File: src/source/fault_pkg.sv
/*
 * Stream fault detector shared definitions
 * Data, tag and address widths, register word indices and the
 * sticky fault flag encoding used by the control and datapath blocks
 */

package fault_pkg;

    // Width of one stream sample, of a register word and of every threshold
    localparam int data_width = 32;

    // Width of the destination tag carried by each stream beat
    localparam int dest_width = 8;

    // Byte address of the register bus, the word index sits in bits 7 to 2
    localparam int addr_width = 8;

    // Register word indices as seen on reg_addr[7:2]
    typedef enum logic [5:0] {
        // Signed lower bound of the slow window
        reg_slow_low      = 6'd0,
        // Signed upper bound of the slow window
        reg_slow_high     = 6'd1,
        // Bits 7 to 0 give the number of consecutive violations for a slow trip
        reg_trip_duration = 6'd2,
        // Signed lower bound of the fast window
        reg_fast_low      = 6'd3,
        // Signed upper bound of the fast window
        reg_fast_high     = 6'd4,
        // Read only, bit 1 is any fast fault and bit 0 is any slow fault
        reg_status        = 6'd5
    } reg_index_e;

    // Sticky state of one fault flag of one channel
    typedef enum logic {
        fault_clear   = 1'b0,
        fault_latched = 1'b1
    } fault_state_e;

endpackage

File: src/source/fault_control.sv
/*
 * Fault detector control block
 * Holds the threshold register bank behind the strobe bus, answers
 * reads one cycle later and keeps the sticky fast and slow fault flags
 */

`timescale 1ns/1ns

module fault_control
    import fault_pkg::*;
#(
    parameter int N_CHANNELS = 4
) (
    input  logic                         clock,
    input  logic                         arst_n,
    input  logic                         reg_write,
    input  logic                         reg_read,
    input  logic [addr_width-1:0]        reg_addr,
    input  logic [data_width-1:0]        reg_wdata,
    output logic [data_width-1:0]        reg_rdata,
    output logic                         reg_rvalid,
    input  logic [N_CHANNELS-1:0]        fast_trip,
    input  logic [N_CHANNELS-1:0]        slow_trip,
    input  logic                         clear_fault,
    output logic signed [data_width-1:0] fast_low,
    output logic signed [data_width-1:0] fast_high,
    output logic signed [data_width-1:0] slow_low,
    output logic signed [data_width-1:0] slow_high,
    output logic [7:0]                   trip_duration,
    output logic                         fault
);

    // Word index decoded from the byte address
    reg_index_e word_index;
    // Full duration word, only the low byte reaches the slow timer
    logic [data_width-1:0] duration_word;
    // Word selected for readback in the current cycle
    logic [data_width-1:0] read_word;
    // Sticky flags, one per channel for each fault kind
    fault_state_e fast_state [N_CHANNELS];
    fault_state_e slow_state [N_CHANNELS];
    logic any_fast;
    logic any_slow;

    assign word_index    = reg_index_e'(reg_addr[addr_width-1:2]);
    assign trip_duration = duration_word[7:0];

    // Register bank, the status word and unknown indices ignore writes
    always_ff @(posedge clock or negedge arst_n) begin
        if (!arst_n) begin
            slow_low      <= '0;
            slow_high     <= '0;
            duration_word <= '0;
            fast_low      <= '0;
            fast_high     <= '0;
        end else if (reg_write) begin
            case (word_index)
                reg_slow_low:      slow_low      <= reg_wdata;
                reg_slow_high:     slow_high     <= reg_wdata;
                reg_trip_duration: duration_word <= reg_wdata;
                reg_fast_low:      fast_low      <= reg_wdata;
                reg_fast_high:     fast_high     <= reg_wdata;
                default: ;
            endcase
        end
    end

    // Readback mux, status carries the aggregate fault bits
    always_comb begin
        case (word_index)
            reg_slow_low:      read_word = slow_low;
            reg_slow_high:     read_word = slow_high;
            reg_trip_duration: read_word = duration_word;
            reg_fast_low:      read_word = fast_low;
            reg_fast_high:     read_word = fast_high;
            reg_status:        read_word = {{(data_width-2){1'b0}}, any_fast, any_slow};
            default:           read_word = '0;
        endcase
    end

    // Read data is answered on the cycle after the strobe
    always_ff @(posedge clock or negedge arst_n) begin
        if (!arst_n) begin
            reg_rvalid <= 1'b0;
            reg_rdata  <= '0;
        end else begin
            reg_rvalid <= reg_read;
            if (reg_read) begin
                reg_rdata <= read_word;
            end
        end
    end

    // Sticky flags, a trip in the clearing cycle keeps its own flag set
    always_ff @(posedge clock or negedge arst_n) begin
        if (!arst_n) begin
            for (int ch = 0; ch < N_CHANNELS; ch++) begin
                fast_state[ch] <= fault_clear;
                slow_state[ch] <= fault_clear;
            end
        end else begin
            for (int ch = 0; ch < N_CHANNELS; ch++) begin
                if (fast_trip[ch]) begin
                    fast_state[ch] <= fault_latched;
                end else if (clear_fault) begin
                    fast_state[ch] <= fault_clear;
                end
                if (slow_trip[ch]) begin
                    slow_state[ch] <= fault_latched;
                end else if (clear_fault) begin
                    slow_state[ch] <= fault_clear;
                end
            end
        end
    end

    // Reduce the per channel flags to the two status bits
    always_comb begin
        any_fast = 1'b0;
        any_slow = 1'b0;
        for (int ch = 0; ch < N_CHANNELS; ch++) begin
            any_fast = any_fast | (fast_state[ch] == fault_latched);
            any_slow = any_slow | (slow_state[ch] == fault_latched);
        end
    end

    assign fault = any_fast | any_slow;

    // The bus never issues a read and a write in the same cycle
    assert property (@(posedge clock) disable iff (!arst_n) !(reg_write && reg_read));

endmodule

File: src/source/stream_sampler.sv
/*
 * Stream beat sampler
 * Registers each beat and turns its destination tag into a one-hot
 * channel select, beats outside the channel range are dropped
 */

`timescale 1ns/1ns

module stream_sampler
    import fault_pkg::*;
#(
    parameter int N_CHANNELS    = 4,
    parameter int STARTING_DEST = 0
) (
    input  logic                         clock,
    input  logic                         arst_n,
    input  logic                         stream_valid,
    input  logic signed [data_width-1:0] stream_data,
    input  logic [dest_width-1:0]        stream_dest,
    output logic                         sample_valid,
    output logic signed [data_width-1:0] sample_value,
    output logic [N_CHANNELS-1:0]        channel_sel
);

    // Channel number relative to the first destination
    logic [dest_width-1:0] offset;
    logic                  in_range;

    assign offset = stream_dest - dest_width'(STARTING_DEST);

    // Compare as integers so a tag below the first destination cannot wrap in
    assign in_range = (int'(stream_dest) >= STARTING_DEST) &&
                      (int'(stream_dest) < STARTING_DEST + N_CHANNELS);

    always_ff @(posedge clock or negedge arst_n) begin
        if (!arst_n) begin
            sample_valid <= 1'b0;
            channel_sel  <= '0;
        end else begin
            sample_valid <= stream_valid && in_range;
            for (int ch = 0; ch < N_CHANNELS; ch++) begin
                channel_sel[ch] <= stream_valid && in_range && (offset == dest_width'(ch));
            end
        end
    end

    // Sample payload only matters while sample_valid is high
    always_ff @(posedge clock) begin
        if (stream_valid) begin
            sample_value <= stream_data;
        end
    end

    // Exactly one channel is selected with each valid sample and none otherwise
    assert property (@(posedge clock) disable iff (!arst_n)
        $onehot0(channel_sel) && (sample_valid == (|channel_sel)));

endmodule

File: src/source/fast_window_check.sv
/*
 * Fast window check
 * Compares every sample against the signed fast thresholds and
 * registers a one-cycle trip pulse on the channel it belongs to
 */

`timescale 1ns/1ns

module fast_window_check
    import fault_pkg::*;
#(
    parameter int N_CHANNELS = 4
) (
    input  logic                         clock,
    input  logic                         arst_n,
    input  logic                         sample_valid,
    input  logic signed [data_width-1:0] sample_value,
    input  logic [N_CHANNELS-1:0]        channel_sel,
    input  logic signed [data_width-1:0] fast_low,
    input  logic signed [data_width-1:0] fast_high,
    output logic [N_CHANNELS-1:0]        fast_trip
);

    logic below_low;
    logic above_high;
    logic out_of_window;

    // Both operands are signed so the compare is two's complement
    assign below_low     = sample_value < fast_low;
    assign above_high    = sample_value > fast_high;
    assign out_of_window = below_low || above_high;

    // A single violating sample trips its channel on the next cycle
    always_ff @(posedge clock or negedge arst_n) begin
        if (!arst_n) begin
            fast_trip <= '0;
        end else if (sample_valid && out_of_window) begin
            fast_trip <= channel_sel;
        end else begin
            fast_trip <= '0;
        end
    end

endmodule

File: src/source/slow_trip_timer.sv
/*
 * Slow trip timer
 * Counts consecutive out-of-window samples per channel and pulses
 * a trip when the count reaches the programmed duration
 */

`timescale 1ns/1ns

module slow_trip_timer
    import fault_pkg::*;
#(
    parameter int N_CHANNELS = 4
) (
    input  logic                         clock,
    input  logic                         arst_n,
    input  logic                         sample_valid,
    input  logic signed [data_width-1:0] sample_value,
    input  logic [N_CHANNELS-1:0]        channel_sel,
    input  logic signed [data_width-1:0] slow_low,
    input  logic signed [data_width-1:0] slow_high,
    input  logic [7:0]                   trip_duration,
    output logic [N_CHANNELS-1:0]        slow_trip
);

    // Consecutive violation count of each channel
    logic [7:0] count [N_CHANNELS];
    logic       out_of_window;
    logic       trip_enabled;

    assign out_of_window = (sample_value < slow_low) || (sample_value > slow_high);

    // Zero duration disables tripping, the counters still follow the samples
    assign trip_enabled = trip_duration != 8'd0;

    always_ff @(posedge clock or negedge arst_n) begin
        if (!arst_n) begin
            slow_trip <= '0;
            for (int ch = 0; ch < N_CHANNELS; ch++) begin
                count[ch] <= 8'd0;
            end
        end else begin
            slow_trip <= '0;
            for (int ch = 0; ch < N_CHANNELS; ch++) begin
                // Only the channel that owns this sample moves
                if (sample_valid && channel_sel[ch]) begin
                    if (!out_of_window) begin
                        count[ch] <= 8'd0;
                    end else if (trip_enabled && (count[ch] + 8'd1 == trip_duration)) begin
                        // Run complete, trip and start counting afresh
                        slow_trip[ch] <= 1'b1;
                        count[ch]     <= 8'd0;
                    end else begin
                        count[ch] <= count[ch] + 8'd1;
                    end
                end
            end
        end
    end

    // With a steady non-zero duration a counter below it never reaches it
    for (genvar ch = 0; ch < N_CHANNELS; ch++) begin : g_count_check
        assert property (@(posedge clock) disable iff (!arst_n)
            (trip_enabled && $stable(trip_duration) && $past(count[ch] < trip_duration))
            |-> (count[ch] < trip_duration));
    end

endmodule

File: src/source/stream_fault_detector.sv
/*
 * Stream fault detector top level
 * Ties the register control block to the sampler, the fast window
 * check and the slow trip timer for N_CHANNELS stream channels
 */

`timescale 1ns/1ns

module stream_fault_detector
    import fault_pkg::*;
#(
    parameter int N_CHANNELS    = 4,
    parameter int STARTING_DEST = 0
) (
    input  logic                         clock,
    input  logic                         arst_n,
    // Watched stream
    input  logic                         stream_valid,
    input  logic signed [data_width-1:0] stream_data,
    input  logic [dest_width-1:0]        stream_dest,
    // Register strobe bus
    input  logic                         reg_write,
    input  logic                         reg_read,
    input  logic [addr_width-1:0]        reg_addr,
    input  logic [data_width-1:0]        reg_wdata,
    output logic [data_width-1:0]        reg_rdata,
    output logic                         reg_rvalid,
    // Fault handling
    input  logic                         clear_fault,
    output logic                         fault
);

    // Thresholds from the register bank
    logic signed [data_width-1:0] fast_low;
    logic signed [data_width-1:0] fast_high;
    logic signed [data_width-1:0] slow_low;
    logic signed [data_width-1:0] slow_high;
    logic [7:0]                   trip_duration;

    // Registered beat and its channel
    logic                         sample_valid;
    logic signed [data_width-1:0] sample_value;
    logic [N_CHANNELS-1:0]        channel_sel;

    // Trip pulses into the sticky flags
    logic [N_CHANNELS-1:0]        fast_trip;
    logic [N_CHANNELS-1:0]        slow_trip;

    fault_control #(
        .N_CHANNELS(N_CHANNELS)
    ) i_fault_control (
        .clock(clock),
        .arst_n(arst_n),
        .reg_write(reg_write),
        .reg_read(reg_read),
        .reg_addr(reg_addr),
        .reg_wdata(reg_wdata),
        .reg_rdata(reg_rdata),
        .reg_rvalid(reg_rvalid),
        .fast_trip(fast_trip),
        .slow_trip(slow_trip),
        .clear_fault(clear_fault),
        .fast_low(fast_low),
        .fast_high(fast_high),
        .slow_low(slow_low),
        .slow_high(slow_high),
        .trip_duration(trip_duration),
        .fault(fault)
    );

    stream_sampler #(
        .N_CHANNELS(N_CHANNELS),
        .STARTING_DEST(STARTING_DEST)
    ) i_stream_sampler (
        .clock(clock),
        .arst_n(arst_n),
        .stream_valid(stream_valid),
        .stream_data(stream_data),
        .stream_dest(stream_dest),
        .sample_valid(sample_valid),
        .sample_value(sample_value),
        .channel_sel(channel_sel)
    );

    fast_window_check #(
        .N_CHANNELS(N_CHANNELS)
    ) i_fast_window_check (
        .clock(clock),
        .arst_n(arst_n),
        .sample_valid(sample_valid),
        .sample_value(sample_value),
        .channel_sel(channel_sel),
        .fast_low(fast_low),
        .fast_high(fast_high),
        .fast_trip(fast_trip)
    );

    slow_trip_timer #(
        .N_CHANNELS(N_CHANNELS)
    ) i_slow_trip_timer (
        .clock(clock),
        .arst_n(arst_n),
        .sample_valid(sample_valid),
        .sample_value(sample_value),
        .channel_sel(channel_sel),
        .slow_low(slow_low),
        .slow_high(slow_high),
        .trip_duration(trip_duration),
        .slow_trip(slow_trip)
    );

endmodule

File: config.mk
export PLATFORM = sky130hd
export DESIGN_NAME = stream_fault_detector
export DESIGN_NICKNAME = d
export VERILOG_FILES = /design/src/source/fault_pkg.sv /design/src/source/fault_control.sv /design/src/source/stream_sampler.sv /design/src/source/fast_window_check.sv /design/src/source/slow_trip_timer.sv /design/src/source/stream_fault_detector.sv
export SDC_FILE = /design/constraint.sdc
export NUM_CORES = 1
export LEC_CHECK = 0
export BUFFER_PORTS_ARGS = -buffer_cell sky130_fd_sc_hd__buf_2
export CAP_MARGIN = 5
export CORE_ASPECT_RATIO = 1.25
export CORE_UTILIZATION = 31
export CTS_BUF_LIST = sky130_fd_sc_hd__clkbuf_8
export DETAILED_ROUTE_END_ITERATION = 10
export SLEW_MARGIN = 20
export SYNTH_ARGS = -nofsm -noshare
export SYNTH_HDL_FRONTEND = slang
export SYNTH_SLANG_ARGS = --single-unit
File: constraint.sdc
create_clock -name clock -period 4.4 [get_ports clock]
set_clock_uncertainty 0.2 [all_clocks]
set_input_delay 0.22 -clock clock [delete_from_list [all_inputs] [get_ports clock]]
set_output_delay 0.22 -clock clock [all_outputs]
set_load 0.03 [all_outputs]
==> flow_results.org <==
** Final layout
- The top cell types in the final layout, fill and taps aside, are 246 x dfrtp_1, 177 x inv_1, 147 x nand2_1, 130 x ha_1, 116 x buf_2.
- In the final design database the tool counted 1893 nets.
- Area of the multi-input gates :: 0.00738 mm²
- Summing all flip-flop and latch instances after layout gives 0.00712 mm².
- Counting the fill cells in the layout gives 4866.
- The library cell used most frequently in the layout, excluding fill and tap cells, is dfrtp_1.
- In the final layout, the share of cells above drive strength 1 is 19.2%.
- Summing all non-filler instances in the final layout gives an area of 0.0184 mm².
- Area growth from synthesis to layout :: 19.6%

** Setup path
- Req. time, crit path :: 4650 ps
- Kind of start point of the critical path :: flip-flop
- For this design, the slowest cell found on the critical path is a2111oi_0.
- Traced cell by cell, the critical path runs through ha_1, nand4_1, a2111oi_0, a311o_1, nor3_1, a221oi_4, buf_4, a31oi_1.
- In this run the critical register-to-register path is captured at i_slow_trip_timer.count[14].
- STA classifies the critical path endpoint as a flip-flop.
- Data on the critical path arrives at its endpoint at 3830 ps.
- Worst reg2reg startpoint :: i_stream_sampler.sample_value[31]
- For flop-to-flop paths, the worst setup slack is 820 ps.
- The critical path in this run is classified as flip-flop to flip-flop.
- In this run the worst path has a maximum fanout of 36.
- For this run, the slowest stage of the critical path takes 900 ps.
- Startpoint of the worst setup timing path :: i_stream_sampler.sample_value[31]
- FF-to-FF path depth :: 8
- The critical path ends at i_slow_trip_timer.count[14].

** Place
- The wire-length estimate of the detail-placed layout is 31.8 mm.
- Cell area after placement :: 0.0167 mm²
- Quantity of I/O buffers inserted on ports :: 117
- Weighted congestion at the end of routability-driven global placement :: 0.865

** CTS
- The H-tree was split into 2 levels.
- Once the clock tree was built, the setup fixing pass inserted 0 buffers.
- The clock passes through at most 3 buffers.
- Clock root cell :: clkbuf_8
- Counting every sink on the clock net gives 278.
- Number of clock buffers inserted by TritonCTS :: 45
- Clock-pin transition on the worst setup and hold timing paths :: 70 ps
- The clock reaches the later pin of the worst-skew pair after 600 ps.
- Post-cts gate resize count :: 0
- TritonCTS built the clock tree.

** Logic synthesis
- The netlist uses 64 different library cells.
- Averaged over all synthesized cells, the footprint is 10.4 µm².
- Sorting the synthesized cells by area gives the leading types as dfrtp_1 40%, ha_1 11%, mux2_2 7.5%.
- Post-synth top flop :: dfrtp_1
- The number of nets handed over by synthesis was 1698.
- Area of the mapped netlist :: 0.0154 mm²
- Sequential cells were found to cover 46.3% of the synthesized design area.
- After synthesis the netlist holds a flip-flop and latch count of 278.
- Most area-hungry cell type in the Yosys netlist :: dfrtp_1
- The cell count after synthesis came out at 1482.
- Number of enable flip-flop cells after synthesis :: 32
- Of the post-synthesis cell area, the dominant cell type holds 40.1%.
- Synthesis warning total :: 0
- Async SR Flop Fraction :: 88.5%

** STA
- Share of the clock period used by the worst path :: 81.4%
- Slew Viols, Final :: 0
- Setup violations remaining at the end of the flow were counted as 0.
- RSZ-0062 raised after global routing :: no
- Sum Neg Setup Slack :: 0 ps
- The number of hold violations in the final report is 0.
- Tightest slew margin relative to the limit :: 32.6%
- At the pin with the least slew margin, the transition time is 985 ps.
- Fmax :: 0.279 GHz
- Final critical path time including I/O delays and setup :: 3580 ps

** Job
- The tool flagged a number of max-cap violations equal to 0.

** Routing
- Vias after detailed routing :: 12000
- After detailed routing, the number of remaining DRC violations is 0.
- Number of iterations in the first detailed-routing pass :: 5
- Avg WL per Cell :: 18.6 µm
- After the first detailed-routing iteration, the DRC count stood at 643.
- Detailed-route vias per instance :: 5.07
- For this block, the routed nets add up to 43.8 mm of wire.
- The detail route stage leaves a number of antenna-violating nets equal to 0.

** Global routing
- Summed over all layers, the global routing overflow is 0.
- Largest net degree at the start of global routing :: 109
- Global-route wire length before repair :: 69.4 mm
- Aggregate global-route resource usage :: 17.6%
- Number of antenna violations at the first check in global routing :: 5
- Vias in the first global route :: 12600

** Floorplan
- The core region is 0.0486 mm².
- I/O Pins :: 120
- In this run the core area contains 90 standard-cell rows.
- For this configuration, the core starts out at a cell density of 31.6%.
- The die covers 0.0505 mm².
- The floorplan step set the die width to 201 µm.
- Measured along the y axis, the die boundary spans 251 µm.

** Power
- Power spread over the standard cell area amounts to 364 mW/mm².
- Reg power frac :: 46.0%
- Leakage power total :: 8.55 nW
- Total power after layout :: 6.69 mW
- Fraction of power consumed by the clock network :: 34.7%
- Fraction of power consumed by combinational cells :: 19.4%
- Worst supply voltage drop on vdd :: 0.000202 V
- Net switching is 30.0% of the power.
- Switching power summed over all nets :: 2.01 mW
- Internal cell power :: 4.68 mW

** Run status
- Status :: finished clean

** Hold path
- The worst hold path belongs to the class input port to flip-flop.
==> cell usage after synthesis, types with 6 or more instances <==
cell / count
buf_1: 11
and3_1: 6
a211oi_1: 9
xnor2_1: 41
a21boi_0: 31
nand4_1: 27
a222oi_1: 30
dfrtp_1: 246
a31oi_1: 7
o22ai_1: 30
xor2_1: 22
a22o_1: 30
a21oi_1: 72
mux2_2: 102
o211ai_1: 6
a21o_1: 20
nand3_1: 30
nor4_1: 14
o21ai_0: 82
nand2_1: 147
o21ai_2: 6
inv_1: 162
nor3_1: 17
ha_1: 130
nor2b_1: 7
nand2b_1: 6
edfxtp_1: 32
nor2_1: 30
clkbuf_1: 52
==> cells by family (layout without fill, tap and decap cells) <==
| kind of cell | count (synthesis) | count (layout) | share of synthesized area [%] |
|---|---|---|---|
| fa+ha+maj | 130 | 130 | 10.6 |
| xor+xnor | 63 | 63 | 3.59 |
| compound gates | 363 | 363 | 16.4 |
| simple gates | 314 | 314 | 9.75 |
| mux | 103 | 103 | 7.54 |
| buf+inv | 231 | 459 | 5.84 |
| other cells | 0 | 3 | 0 |
| flops | 278 | 278 | 46.3 |
==> routing by layer <==
layer	vias to the layer above	GRT usage, %	wire length [µm]
met5	-	0	13
met4	2	7.94	1780
met3	88	2.41	2080
met2	284	32.1	22300
met1	5850	20.3	17600
li1	5731	-	-
==> per-stage QoR <==
step	instances	utilization, %	worst slack (ps)	hold WS, ps
3_3_place_gp	2199	34.3	1040	154
5_1_grt	2356	37.8	588	107
3_5_place_dp	2199	34.3	946	153
2_1_floorplan	1482	-	1500	-276
4_1_cts	2354	37.8	926	42.8
6_report	2357	37.8	819	61.3
==> flip-flops by register name, summed over array words and instances, names as in the netlist, 32 cells and up <==
name	flops
i_fault_control.fast_high	32
i_fault_control.duration_word	32
i_stream_sampler.sample_value	32
i_fault_control.slow_high	32
i_slow_trip_timer.count	32
i_fault_control.reg_rdata	32
i_fault_control.slow_low	32
i_fault_control.fast_low	32
==> worst max-delay path, delay by kind of cell, from the launching register on <==
| family | cells | cell delay, ps |
|---|---|---|
| simple gates | 2 | 330 |
| flops | 1 | 450 |
| buf+inv | 1 | 450 |
| compound gates | 4 | 1590 |
| fa+ha+maj | 1 | 410 |
==> worst min path at each step <==
stage / startpoint / end / slack, ps / depth (start not counted)
floorplan: arst_n / i_fast_window_check.fast_trip[0] / -280 / 0
global placement: arst_n / i_fault_control.duration_word[20] / 150 / 1
detailed placement: arst_n / i_fault_control.reg_rdata[16] / 150 / 1
CTS: reg_addr[2] / i_fault_control.reg_rdata[4] / 40 / 3
global route: reg_addr[2] / i_fault_control.reg_rdata[3] / 110 / 3
finish: reg_addr[2] / i_fault_control.reg_rdata[4] / 60 / 3
==> power by group through the flow <==
stage	combinational [mW]	clock [mW]	sequential (mW)
after floorplan	0.893	0	3.03
after global placement	1.22	0	3.11
after detailed placement	1.25	0	3.12
after CTS	1.31	2.37	3.07
after global routing	1.48	2.48	3.11
final	1.30	2.32	3.07
==> area by class of cell <==
cell class	instances	share of cell area, %
clock inverters	28	1.11
diodes	3	0.0408
inverters	162	3.31
clock buffers	52	3.89
repair buffers	217	8.41
well taps	644	4.38
flip-flops and latches	278	38.7
multi-input cells	973	40.1
==> repair_timing <==
item	4_1_cts	5_1_grt
hold buffers	75	0
hold endpoints to repair	312	0
endpoints found under the setup margin	0	0
No activity file was read; power rests on OpenSTA's default activity.
